## config.mk

```make
export PLATFORM = sky130hd
export DESIGN_NAME = seq_tracker
export DESIGN_NICKNAME = d
export VERILOG_FILES = /design/src/logic/seq_pkg.sv /design/src/logic/sequencing_unit.sv /design/src/logic/skid_buffer.sv /design/src/logic/op_decode.sv /design/src/logic/op_execute.sv /design/src/logic/result_writeback.sv /design/src/logic/seq_tracker.sv
export SDC_FILE = /design/constraint.sdc
export NUM_CORES = 1
export LEC_CHECK = 0
export BUFFER_PORTS_ARGS = -buffer_cell sky130_fd_sc_hd__clkbuf_2
export CORE_MARGIN = 8
export CORE_UTILIZATION = 35
export CTS_CLUSTER_DIAMETER = 200
export DETAILED_ROUTE_END_ITERATION = 10
export GPL_ROUTABILITY_DRIVEN = 0
export PLACE_DENSITY = 0.6
export SLEW_MARGIN = 20
export SYNTH_ARGS = -nofsm -noshare
export SYNTH_HDL_FRONTEND = slang
export SYNTH_HIERARCHICAL = 1
export SYNTH_SLANG_ARGS = --single-unit
```

## constraint.sdc

```tcl
create_clock -name clk -period 8.8 [get_ports clk]
set_input_delay 1.76 -clock clk [delete_from_list [all_inputs] [get_ports clk]]
set_output_delay 1.76 -clock clk [all_outputs]
set_load 0.005 [all_outputs]
```

## src/logic/seq_pkg.sv

```systemverilog
/*
  Shared widths, opcodes and payload types for the sequence tracker
  Window is two epochs of eight numbers, so at most 15 are outstanding
*/

package seq_pkg;

  // ----------------------------
  // Sequence number window
  // ----------------------------

  localparam int SEQ_NUM_BITS = 4;
  localparam int NUM_EPOCHS   = 2;
  localparam int EPOCH_BITS   = $clog2(NUM_EPOCHS);
  // Bits below the epoch field
  localparam int SEQ_LOW_BITS = SEQ_NUM_BITS - EPOCH_BITS;
  localparam int NUM_ENTRIES  = 2 ** SEQ_NUM_BITS;

  // ----------------------------
  // Datapath widths
  // ----------------------------

  localparam int OPND_BITS = 8;
  localparam int DATA_BITS = 16;
  // Opcode in the top two bits, then operand a, then operand b
  localparam int INST_BITS = 2 + 2 * OPND_BITS;

  typedef logic [SEQ_NUM_BITS-1:0] seq_num_t;

  typedef enum logic [1:0] {
    OP_ADD = 2'b00,
    OP_SUB = 2'b01,
    OP_XOR = 2'b10,
    OP_MUL = 2'b11
  } op_t;

  // Operands already zero-extended to the result width
  typedef struct packed {
    op_t                  op;
    logic [DATA_BITS-1:0] a;
    logic [DATA_BITS-1:0] b;
    seq_num_t             seq_num;
  } dec_op_t;

  typedef struct packed {
    logic [DATA_BITS-1:0] data;
    seq_num_t             seq_num;
  } result_t;

endpackage

```

## src/logic/sequencing_unit.sv

```systemverilog
/*
  Hands out sequence numbers in order and reclaims freed ones from the tail
  Allocation stalls before the head wraps into the oldest live epoch
  Only numbers that were allocated may be freed, each exactly once
*/

`timescale 1ns/100ps

module sequencing_unit #(
  parameter int reclaim_width = 2
) (
  input  logic                           clk,
  input  logic                           rst,

  // Allocation side
  output logic                           alloc_val,
  input  logic                           alloc_rdy,
  output seq_pkg::seq_num_t              alloc_seq_num,

  // Free side, one pulse per number with no back-pressure
  input  logic                           free_val,
  input  seq_pkg::seq_num_t              free_seq_num,

  // Oldest live epoch
  output logic [seq_pkg::EPOCH_BITS-1:0] tail_epoch
);

  import seq_pkg::*;

  // Epoch field of a sequence number
  function automatic logic [EPOCH_BITS-1:0] epoch_of(input seq_num_t seq_num);
    return seq_num[SEQ_NUM_BITS-1 -: EPOCH_BITS];
  endfunction

  // ----------------------------
  // Pointers and entry flags
  // ----------------------------

  seq_num_t               head_ptr;
  seq_num_t               tail_ptr;
  // One per number, set while allocated and not yet freed
  logic [NUM_ENTRIES-1:0] live;

  logic                   alloc_fire;
  logic [EPOCH_BITS-1:0]  head_epoch_next;
  seq_num_t               entries_allocated;
  seq_num_t               tail_incr;

  // ----------------------------
  // Allocation
  // ----------------------------

  // Epoch that the head enters after its low bits roll over
  assign head_epoch_next = epoch_of(head_ptr) + 1'b1;

  // Block when the next number would land in the tail's epoch
  assign alloc_val = !((&head_ptr[SEQ_LOW_BITS-1:0]) &&
                       (head_epoch_next == epoch_of(tail_ptr)));

  assign alloc_fire    = alloc_val && alloc_rdy;
  assign alloc_seq_num = head_ptr;

  always_ff @(posedge clk) begin
    if (rst) begin
      head_ptr <= '0;
    end else if (alloc_fire) begin
      head_ptr <= head_ptr + 1'b1;
    end
  end

  // Set on allocation, cleared on free
  always_ff @(posedge clk) begin
    if (rst) begin
      live <= '0;
    end else begin
      if (alloc_fire) begin
        live[head_ptr] <= 1'b1;
      end
      if (free_val) begin
        live[free_seq_num] <= 1'b0;
      end
    end
  end

  // ----------------------------
  // Reclaim
  // ----------------------------

  // Outstanding count, never reaches 16
  assign entries_allocated = head_ptr - tail_ptr;

  // Longest run of freed entries from the tail, capped at reclaim_width
  always_comb begin
    seq_num_t idx;
    logic     run_ok;
    run_ok    = 1'b1;
    tail_incr = '0;
    for (int i = 0; i < reclaim_width; i++) begin
      idx    = tail_ptr + SEQ_NUM_BITS'(i);
      // Entry must be inside the allocated range and already freed
      run_ok = run_ok && !live[idx] && (SEQ_NUM_BITS'(i) < entries_allocated);
      if (run_ok) begin
        tail_incr = SEQ_NUM_BITS'(i + 1);
      end
    end
  end

  always_ff @(posedge clk) begin
    if (rst) begin
      tail_ptr <= '0;
    end else begin
      tail_ptr <= tail_ptr + tail_incr;
    end
  end

  // ----------------------------
  // Age
  // ----------------------------

  assign tail_epoch = epoch_of(tail_ptr);

endmodule

```

## src/logic/skid_buffer.sv

```systemverilog
/*
  Two-entry valid/ready buffer, output and in_rdy both come from flops
  Sustains one transfer per cycle, adds one cycle of latency
*/

`timescale 1ns/100ps

module skid_buffer #(
  parameter type payload_t = logic
) (
  input  logic     clk,
  input  logic     rst,

  input  logic     in_val,
  output logic     in_rdy,
  input  payload_t in_data,

  output logic     out_val,
  input  logic     out_rdy,
  output payload_t out_data
);

  logic     main_val;
  logic     skid_val;
  payload_t main_data;
  payload_t skid_data;

  logic     in_fire;
  logic     out_fire;
  logic     main_load;

  // Ready as long as the spare slot is empty
  assign in_rdy   = !skid_val;
  assign out_val  = main_val;
  assign out_data = main_data;

  assign in_fire  = in_val && in_rdy;
  assign out_fire = main_val && out_rdy;

  // Main slot refills when empty or draining
  assign main_load = !main_val || out_fire;

  always_ff @(posedge clk) begin
    if (rst) begin
      main_val <= 1'b0;
      skid_val <= 1'b0;
    end else if (main_load) begin
      // Spare slot drains first to keep order
      main_val <= skid_val || in_fire;
      skid_val <= 1'b0;
    end else if (in_fire) begin
      skid_val <= 1'b1;
    end
  end

  always_ff @(posedge clk) begin
    if (main_load) begin
      main_data <= skid_val ? skid_data : in_data;
    end
    // Catch the word that arrives while main is stalled
    if (!main_load && in_fire) begin
      skid_data <= in_data;
    end
  end

endmodule

```

## src/logic/op_decode.sv

```systemverilog
/*
  Combinational decode of an operation word into a tagged operation
  A sequence number is consumed only together with the downstream transfer
*/

`timescale 1ns/100ps

module op_decode (
  // Operation words from outside
  input  logic                          inst_val,
  output logic                          inst_rdy,
  input  logic [seq_pkg::INST_BITS-1:0] inst,

  // Number from the sequencing unit
  input  logic                          alloc_val,
  output logic                          alloc_rdy,
  input  seq_pkg::seq_num_t             alloc_seq_num,

  // Decoded operation to the buffer
  output logic                          out_val,
  input  logic                          out_rdy,
  output seq_pkg::dec_op_t              out_op
);

  import seq_pkg::*;

  logic [OPND_BITS-1:0] opnd_a;
  logic [OPND_BITS-1:0] opnd_b;

  // ----------------------------
  // Field split
  // ----------------------------

  assign opnd_a = inst[2*OPND_BITS-1:OPND_BITS];
  assign opnd_b = inst[OPND_BITS-1:0];

  assign out_op.op      = op_t'(inst[INST_BITS-1 -: 2]);
  assign out_op.a       = DATA_BITS'(opnd_a);
  assign out_op.b       = DATA_BITS'(opnd_b);
  assign out_op.seq_num = alloc_seq_num;

  // ----------------------------
  // Handshake
  // ----------------------------

  // Offer downstream only with a number in hand
  assign out_val  = inst_val && alloc_val;

  // Word accepted only if the number and the buffer are both there
  assign inst_rdy = alloc_val && out_rdy;

  // Number taken in the same cycle as the downstream transfer
  assign alloc_rdy = inst_val && out_rdy;

endmodule

```

## src/logic/op_execute.sv

```systemverilog
/*
  One-cycle ALU lane and three-stage multiply lane, in order within a lane
  Multiply result wins the shared output; both lanes freeze when out_rdy is low
*/

`timescale 1ns/100ps

module op_execute (
  input  logic             clk,
  input  logic             rst,

  input  logic             in_val,
  output logic             in_rdy,
  input  seq_pkg::dec_op_t in_op,

  output logic             out_val,
  input  logic             out_rdy,
  output seq_pkg::result_t out_res
);

  import seq_pkg::*;

  logic                   is_mul;
  logic                   alu_load;
  logic                   mul_load;
  logic                   alu_free;
  logic                   alu_out_fire;
  logic [DATA_BITS-1:0]   alu_data;

  // ALU stage
  logic                   alu_val;
  result_t                alu_res;

  // Multiply stages
  logic                   m1_val;
  logic                   m2_val;
  logic                   m3_val;
  logic [OPND_BITS-1:0]   m1_a;
  logic [OPND_BITS-1:0]   m1_b;
  seq_num_t               m1_seq;
  logic [OPND_BITS+3:0]   m2_pp_lo;
  logic [OPND_BITS+3:0]   m2_pp_hi;
  seq_num_t               m2_seq;
  result_t                m3_res;

  // ----------------------------
  // Issue
  // ----------------------------

  assign is_mul = (in_op.op == OP_MUL);

  // ALU slot free if empty or its result leaves now
  assign alu_out_fire = alu_val && !m3_val && out_rdy;
  assign alu_free     = !alu_val || alu_out_fire;

  assign in_rdy   = out_rdy && (is_mul || alu_free);
  assign alu_load = in_val && in_rdy && !is_mul;
  assign mul_load = in_val && in_rdy && is_mul;

  // ----------------------------
  // ALU lane
  // ----------------------------

  always_comb begin
    case (in_op.op)
      OP_ADD:  alu_data = in_op.a + in_op.b;
      OP_SUB:  alu_data = in_op.a - in_op.b;
      default: alu_data = in_op.a ^ in_op.b;
    endcase
  end

  always_ff @(posedge clk) begin
    if (rst) begin
      alu_val <= 1'b0;
    end else if (alu_load) begin
      alu_val <= 1'b1;
    end else if (alu_out_fire) begin
      alu_val <= 1'b0;
    end
  end

  always_ff @(posedge clk) begin
    if (alu_load) begin
      alu_res.data    <= alu_data;
      alu_res.seq_num <= in_op.seq_num;
    end
  end

  // ----------------------------
  // Multiply lane
  // ----------------------------

  // Whole lane shifts only while the output can take a result
  always_ff @(posedge clk) begin
    if (rst) begin
      m1_val <= 1'b0;
      m2_val <= 1'b0;
      m3_val <= 1'b0;
    end else if (out_rdy) begin
      m1_val <= mul_load;
      m2_val <= m1_val;
      m3_val <= m2_val;
    end
  end

  always_ff @(posedge clk) begin
    if (out_rdy) begin
      // Stage 1 latches the low operand bytes
      m1_a   <= in_op.a[OPND_BITS-1:0];
      m1_b   <= in_op.b[OPND_BITS-1:0];
      m1_seq <= in_op.seq_num;
      // Stage 2 forms partial products on nibbles of b
      m2_pp_lo <= m1_a * m1_b[3:0];
      m2_pp_hi <= m1_a * m1_b[7:4];
      m2_seq   <= m1_seq;
      // Stage 3 sums them
      m3_res.data    <= DATA_BITS'(m2_pp_lo) + (DATA_BITS'(m2_pp_hi) << 4);
      m3_res.seq_num <= m2_seq;
    end
  end

  // ----------------------------
  // Merge
  // ----------------------------

  assign out_val = m3_val || alu_val;
  assign out_res = m3_val ? m3_res : alu_res;

endmodule

```

## src/logic/result_writeback.sv

```systemverilog
/*
  Presents buffered results at the outputs
  Frees a result's sequence number in the cycle it is accepted
*/

`timescale 1ns/100ps

module result_writeback (
  // Buffered result
  input  logic                          in_val,
  output logic                          in_rdy,
  input  seq_pkg::result_t              in_res,

  // Result outputs
  output logic                          res_val,
  input  logic                          res_rdy,
  output logic [seq_pkg::DATA_BITS-1:0] res_data,
  output seq_pkg::seq_num_t             res_seq_num,

  // Free pulse to the sequencing unit
  output logic                          free_val,
  output seq_pkg::seq_num_t             free_seq_num
);

  logic out_fire;

  // Result held at the outputs until the consumer takes it
  assign res_val     = in_val;
  assign res_data    = in_res.data;
  assign res_seq_num = in_res.seq_num;
  assign in_rdy      = res_rdy;

  // ----------------------------
  // Free
  // ----------------------------

  assign out_fire = in_val && res_rdy;

  // Exactly one pulse per accepted result
  assign free_val     = out_fire;
  assign free_seq_num = in_res.seq_num;

endmodule

```

## src/logic/seq_tracker.sv

```systemverilog
/*
  Sequence tracker top, results leave out of order tagged with their number
  Unstalled latency is 3 cycles for ALU ops and 5 for multiplies
*/

`timescale 1ns/100ps

module seq_tracker (
  input  logic                           clk,
  input  logic                           rst,

  input  logic                           inst_val,
  output logic                           inst_rdy,
  input  logic [seq_pkg::INST_BITS-1:0]  inst,

  output logic                           res_val,
  input  logic                           res_rdy,
  output logic [seq_pkg::DATA_BITS-1:0]  res_data,
  output seq_pkg::seq_num_t              res_seq_num,

  output logic [seq_pkg::EPOCH_BITS-1:0] tail_epoch
);

  import seq_pkg::*;

  // Allocation
  logic     alloc_val;
  logic     alloc_rdy;
  seq_num_t alloc_seq_num;

  // Decode to buffer, buffer to execute
  logic     dec_val;
  logic     dec_rdy;
  dec_op_t  dec_op;
  logic     exe_val;
  logic     exe_rdy;
  dec_op_t  exe_op;

  // Execute to buffer, buffer to writeback
  logic     exr_val;
  logic     exr_rdy;
  result_t  exr_res;
  logic     wb_val;
  logic     wb_rdy;
  result_t  wb_res;

  // Free
  logic     free_val;
  seq_num_t free_seq_num;

  // ----------------------------
  // Front end
  // ----------------------------

  op_decode op_decode_i (
    .inst_val      (inst_val),
    .inst_rdy      (inst_rdy),
    .inst          (inst),
    .alloc_val     (alloc_val),
    .alloc_rdy     (alloc_rdy),
    .alloc_seq_num (alloc_seq_num),
    .out_val       (dec_val),
    .out_rdy       (dec_rdy),
    .out_op        (dec_op)
  );

  skid_buffer #(.payload_t(dec_op_t)) dec_buffer (
    .clk      (clk),
    .rst      (rst),
    .in_val   (dec_val),
    .in_rdy   (dec_rdy),
    .in_data  (dec_op),
    .out_val  (exe_val),
    .out_rdy  (exe_rdy),
    .out_data (exe_op)
  );

  // ----------------------------
  // Execute and results
  // ----------------------------

  op_execute op_execute_i (
    .clk     (clk),
    .rst     (rst),
    .in_val  (exe_val),
    .in_rdy  (exe_rdy),
    .in_op   (exe_op),
    .out_val (exr_val),
    .out_rdy (exr_rdy),
    .out_res (exr_res)
  );

  skid_buffer #(.payload_t(result_t)) res_buffer (
    .clk      (clk),
    .rst      (rst),
    .in_val   (exr_val),
    .in_rdy   (exr_rdy),
    .in_data  (exr_res),
    .out_val  (wb_val),
    .out_rdy  (wb_rdy),
    .out_data (wb_res)
  );

  result_writeback result_writeback_i (
    .in_val       (wb_val),
    .in_rdy       (wb_rdy),
    .in_res       (wb_res),
    .res_val      (res_val),
    .res_rdy      (res_rdy),
    .res_data     (res_data),
    .res_seq_num  (res_seq_num),
    .free_val     (free_val),
    .free_seq_num (free_seq_num)
  );

  // ----------------------------
  // Sequence numbers
  // ----------------------------

  sequencing_unit sequencing_unit_i (
    .clk           (clk),
    .rst           (rst),
    .alloc_val     (alloc_val),
    .alloc_rdy     (alloc_rdy),
    .alloc_seq_num (alloc_seq_num),
    .free_val      (free_val),
    .free_seq_num  (free_seq_num),
    .tail_epoch    (tail_epoch)
  );

endmodule

```

Yosys cells after proc, flatten, opt, wreduce, memory -nomap -nowiden --
Cells that the tools add are included. W data, S select, Z words.
Storage, ports and cells: flip-flop bits (word level) 204, input port bits 22, output and inout bits 23
Operators by class: add/subtract/negate cells 8, multiply operators 2, order comparisons 8, equality and inequality tests 3, muxes and demuxes 19, bitwise operators 4, reductions and logical operators 45
Operators with widths (count):
- $mux W16 | 3
- $mux W20 | 2
- $mux W38 | 1
- $pmux W16 S2 | 1
- $mul A8 B4 Y12 | 2
- $logic_and A1 B1 Y1 | 21
- $lt A4 B5 Y1 const B | 4
- $add A12 B16 Y16 | 1
- $and A16 B16 Y16 | 1
- $not A16 Y16 | 1
- $or A16 B16 Y16 | 1
- $logic_not A1 Y1 | 12
- $add A8 B8 Y9 | 1
- $sub A8 B8 Y9 | 1
- $add A4 B1 Y4 const B | 2
- $bmux W1 S4 | 2
- $demux W1 S4 | 2
- $ge A4 B1 Y1 const B | 2
- $lt A1 B4 Y1 const A | 2
- $xor A8 B8 Y8 | 1
- $logic_or A1 B1 Y1 | 7
- $mux W1 | 7
- $add A4 B2 Y4 | 1
- $reduce_or A2 Y1 | 2
- other kinds (9) | 9

Depth between registers and ports, before layout --
depth in word-level cells 10, depth in mapped cells 14, gate-level depth less buffers 14

Modules after synthesis --
The synthesis kept the hierarchy.
By module, submodules not included:
- op_execute | times used 1, cells an instance 600, area each 6557.5 um^2, sequential area each 2722.6 um^2
- skid_buffer (dec_buffer) | times used 1, cells an instance 127, area each 3006.6 um^2, sequential area each 2322.2 um^2
- skid_buffer (res_buffer) | times used 1, cells an instance 70, area each 1520.2 um^2, sequential area each 1241.2 um^2
- sequencing_unit | times used 1, cells an instance 145, area each 1517.7 um^2, sequential area each 480.5 um^2
- op_decode | times used 1, cells an instance 42, area each 307.8 um^2, sequential area each 0.0 um^2
- result_writeback | times used 1, cells an instance 27, area each 201.4 um^2, sequential area each 0.0 um^2

Worst setup path before layout --
OpenSTA, ideal clock, no wires.
kind reg2reg, start register res_buffer.skid_val, end register dec_buffer/skid_data[0] in the netlist's numbering, enable pin, library setup time 0.488 ns, arrival time 5.636 ns, required time 8.312 ns, path slack 2.676 ns, cell stages (with the launch flop) 7, buffers on the path 1, period minus slack after synthesis 6.124 ns, cells stage by stage dfxtp_1 > buf_6 > inv_1 > inv_1 > a31oi_1 > nand2b_1 > nor3b_1
Between the ends: word-level cells in the longest chain between the ends 9
RTL lines:
- start: declaration | RTL line skid_buffer.sv:24 | logic skid_val;
- start signal: assignment | RTL line skid_buffer.sv:46 | skid_val <= 1'b0;
- start signal: assignment | RTL line skid_buffer.sv:50 | skid_val <= 1'b0;
- start signal: assignment | RTL line skid_buffer.sv:52 | skid_val <= 1'b1;
- $logic_not A1 Y1 * | RTL line skid_buffer.sv:33 | assign in_rdy = !skid_val;
- via exr_rdy | RTL line seq_tracker.sv:41 | logic exr_rdy;
- $logic_and A1 B1 Y1 | RTL line op_execute.sv:53 | assign alu_out_fire = alu_val && !m3_val && out_rdy;
- $logic_or A1 B1 Y1 | RTL line op_execute.sv:54 | assign alu_free = !alu_val || alu_out_fire;
- $logic_or A1 B1 Y1 | RTL line op_execute.sv:56 | assign in_rdy = out_rdy && (is_mul || alu_free);
- $logic_and A1 B1 Y1 * | RTL line op_execute.sv:56
- via exe_rdy | RTL line seq_tracker.sv:36 | logic exe_rdy;
- $logic_and A1 B1 Y1 * | RTL line skid_buffer.sv:38 | assign out_fire = main_val && out_rdy;
- $logic_or A1 B1 Y1 * | RTL line skid_buffer.sv:41 | assign main_load = !main_val || out_fire;
- via dec_buffer.main_load | RTL line skid_buffer.sv:30 | logic main_load;
- $logic_not A1 Y1 * | RTL line skid_buffer.sv:61 | if (!main_load && in_fire) begin
- $logic_and A1 B1 Y1 * | RTL line skid_buffer.sv:61
- end signal: assignment | RTL line skid_buffer.sv:62 | skid_data <= in_data;
- end: declaration | RTL line skid_buffer.sv:26 | payload_t skid_data;
Mark *: on every way through the listed nets, which the timed path passes. The rest lies on a longest branch. A chain may end at the register's enable or synchronous reset.

Worst setup path after layout --
start register sequencing_unit_i.head_ptr[1], in the netlist sequencing_unit_i/alloc_seq_num[1], end output port inst_rdy
Between the ends: word-level cells in the longest chain between the ends 4
RTL lines:
- start: declaration | RTL line sequencing_unit.sv:39 | seq_num_t head_ptr;
- start signal: assignment | RTL line sequencing_unit.sv:67 | head_ptr <= head_ptr + 1'b1;
- $reduce_and A3 Y1 | RTL line sequencing_unit.sv:57 | assign alloc_val = !((&head_ptr[SEQ_LOW_BITS-1:0]) &&
- $logic_and A1 B1 Y1 | RTL line sequencing_unit.sv:57
- $logic_not A1 Y1 | RTL line sequencing_unit.sv:57
- via alloc_val | RTL line seq_tracker.sv:27 | logic alloc_val;
- $logic_and A1 B1 Y1 | RTL line op_decode.sv:50 | assign inst_rdy = alloc_val && out_rdy;
- end: declaration | RTL line seq_tracker.sv:13 | output logic inst_rdy,
The timed path passes the listed nets, and every way through them passes these cells.

==> flow_metrics.env <==
export IMPL_grt_overflow_total=0
export IMPL_core_area_um2=37300
export IMPL_final_layout_size_suffix_gt1_share_pct=18.4
export IMPL_cp_bufs_invs=1
export IMPL_synth_top_area_share_pct=46.7
export IMPL_synth_enable_flop_cells=204
export IMPL_post_route_drc_count=0
export IMPL_synth_ff_type="edfxtp_1"
export IMPL_grt_max_degree=74
export IMPL_synthArstFlopShare_pct=0
export IMPL_totalPowerFinal_uw=3070
export IMPL_crit_path_max_incr_delay_ns=0.52
export IMPL_hp_class="flip-flop to flip-flop"
export IMPL_setup_repair_after_global_routing_missed_its_margin="no"
export IMPL_htreeDepth=1
export IMPL_place_area_um2=13400
export IMPL_floorplan_io_pins=45
export IMPL_critPathKind="flip-flop to output port"
export IMPL_tritoncts="done"
export IMPL_pwr_density_cell_nw_per_um2=216
export IMPL_number_of_global_route_vias_before_repair=7418
export IMPL_min_period_over_period_pct=42.2
export IMPL_worst_skew_pair_late_latency_ns=0.52
export IMPL_critPathRequiredTime_ns=7.04
export IMPL_number_of_iterations_in_the_first_detailed_routing_pass=4
export IMPL_outcome="completed"
export IMPL_worst_clock_skew_ns=0.0135
export IMPL_path_delay_family="adder cells"
export IMPL_nets=1135
export IMPL_setup_worst_path_end_class="output port"
export IMPL_synth_seq_area_share_pct=51.6
export IMPL_worstReg2RegStart="dec_buffer/out_data[5]$_DFFE_PP_"
export IMPL_area_of_the_mapped_netlist_um2=13100
export IMPL_worstHoldStart="op_execute_i/m2_pp_lo[0]$_DFFE_PP_"
export IMPL_final_critical_delay_including_setup_and_external_delays_ns=3.71
export IMPL_ys_seq_elements=236
export IMPL_via_density=4.73
export IMPL_die_area_um2=43900
export IMPL_netlist_cell_type_count=69
export IMPL_timing_max_cap_violations=0
export IMPL_critical_path_startpoint_type="flip-flop"
export IMPL_cp_cell_sequence="ha_1, ha_1, nand2_1, and2_1, clkbuf_2"
export IMPL_cts_buffers_inserted=26
export IMPL_rrSetupSlack_ns=5.14
export IMPL_layout_commonest_cell="edfxtp_1"
export IMPL_report_final_hold_viol_count=0
export IMPL_cp_max_fo=8
export IMPL_drt_wirelength_per_cell_um=15.1
export IMPL_cp_common_cell="ha_1"
export IMPL_synth_largest_area_cell="edfxtp_1"
export IMPL_path_clk_slew_ns=0.06
export IMPL_grt_pass1_wl_um=37800
export IMPL_total_wire_length_um=22800
export IMPL_final_antenna_net_count=0
export IMPL_detailroute_via_count=7159
export IMPL_areaGrowthSynthToFinish_pct=8.18
export IMPL_layout_cells_most_common_list="edfxtp_1, inv_1, ha_1, and2_1, nand2_1"
export IMPL_netlist_instances=1011
export IMPL_setup_viol_count_final=0
export IMPL_root_buf_cell="clkbuf_16"
export IMPL_tritoncts_num_sinks=236
export IMPL_initial_core_util_pct=35.1
export IMPL_cts_setup_buffers=0
export IMPL_die_w_um=210
export IMPL_slowest_stage="dfxtp_1"
export IMPL_power_static_leakage_uw=0.00561
export IMPL_max_clock_path_buffers=3
export IMPL_vdd_ir_drop_max_v=0.000157
export IMPL_rows=71
export IMPL_number_of_gates_resized_after_cts=0
export IMPL_max_slew_margin_rel_pct=30.7
export IMPL_detailed_route_iter0_violations=454
export IMPL_crit_path_start="sequencing_unit_i/alloc_seq_num[1]$_SDFFE_PP0P_"
export IMPL_synth_warning_count=6
export IMPL_cts_hold_repair_buffers=0
export IMPL_die_height_um=210
export IMPL_average_cell_area_after_synthesis_um2=13.0
export IMPL_leading_cell_types_by_total_area_after_synthesis="edfxtp_1, ha_1, dfxtp_1"
export IMPL_tightestPinTransition_ns=1.04
export IMPL_finalSetupTns_ns=0
export IMPL_slew_violations=0
export IMPL_dpl_hpwl_um=16700
export IMPL_grt_total_usage_pct=10.3
export IMPL_antennaDiodeCount=0
export IMPL_worstPathArrival_ns=1.95
export IMPL_grt_antenna_before_repair=0
export IMPL_final_design_area_no_fill_um2=14200
export IMPL_achievable_frequency_mhz=270
export IMPL_numPortBuffers=44
==> final timing paths <==
kind,to,cells after the start
worst max-delay path,inst_rdy,5
worst min-delay path,op_execute_i/m3_res[4]$_DFFE_PP_,0
worst max register to register,op_execute_i/alu_res[19]$_DFFE_PP_,14
worst min register to register,op_execute_i/m3_res[4]$_DFFE_PP_,0
==> cell families after synthesis <==
kind of cell / after synthesis / share of synthesized area (%)
AOI/OAI and AO/OA: 145 / 7.33
xor gates and xnor gates: 70 / 4.73
adders and majority gates: 95 / 10.7
buffers and inverters: 158 / 7.17
DFF: 236 / 51.6
muxes: 92 / 9.86
other: 1 / 0.0286
and+or+nand+nor: 214 / 8.61
==> Yosys cell counts (all sizes together), types with 12 or more instances <==
cell type  instances
inv               72
edfxtp           204
a31oi             14
nand2             52
buf               74
a211oi            17
nor2b             12
mux2              78
o21ai             37
xnor2             32
nor2              43
xor2              38
ha                67
clkbuf            12
nand2b            14
fa                28
a21oi             32
and2              52
dfxtp             32
==> stage by stage <==
step / setup WS [ns] / util [%] / hold slack [ns] / std cells
global route: 4.83 / 38.0 / 0.427 / 1512
detailed placement: 5.09 / 35.8 / 0.405 / 1464
CTS: 5.02 / 38.0 / 0.405 / 1512
floorplan: 2.68 / - / 0.400 / 1026
finish: 5.09 / 38.0 / 0.403 / 1512
global placement: 5.17 / 35.8 / 0.401 / 1464
==> worst register-to-register path: cells and delay by family (launching register included) <==
family,cells,cell delay (ns)
fa+ha+maj,2,0.52
buf+inv,1,0.10
simple gates,5,1.01
xor+xnor,2,0.24
flops,1,0.50
mux,1,0.26
compound gates,3,0.77
==> registers in the layout, summed over array words and instances, names as in the netlist, 4 cells and up <==
register,cells
res_buffer/skid_data,20
dec_buffer/skid_data,38
op_execute_i/m2_pp_hi,12
op_execute_i/m2_seq,4
op_execute_i/m1_seq,4
sequencing_unit_i/tail_ptr,4
op_execute_i/m3_res,20
op_execute_i/alu_res,20
dec_buffer/out_data,38
sequencing_unit_i/alloc_seq_num,4
res_buffer/out_data,20
sequencing_unit_i/live,16
op_execute_i/m1_b,8
op_execute_i/m1_a,8
op_execute_i/m2_pp_lo,12
==> metal layers <==
layer  up-vias  global-route usage, %  routed length [um]
met2       134                   17.0               10400
met3        32                   1.54                 836
li1       3570                      -                   -
met5         -                      0                   0
met1      3423                   14.0               11100
met4         0                   2.82                 466
==> area by class of cell <==
class,count,area (um2)
tap,474,593
clock inverter,13,66.3
inverter,72,270
timing repair buffer,50,265
fill,3552,23100
multi-input combinational,632,5470
sequential,236,6770
clock buffer,35,747
==> report_power, final <==
group | leakage [uW] | internal, uW | switching [uW]
combinational | 0.00288 | 297 | 324
sequential | 0.00234 | 1360 | 76.0
clock | 0.000393 | 593 | 417
Note: power is estimated with default switching activity, not from simulation.
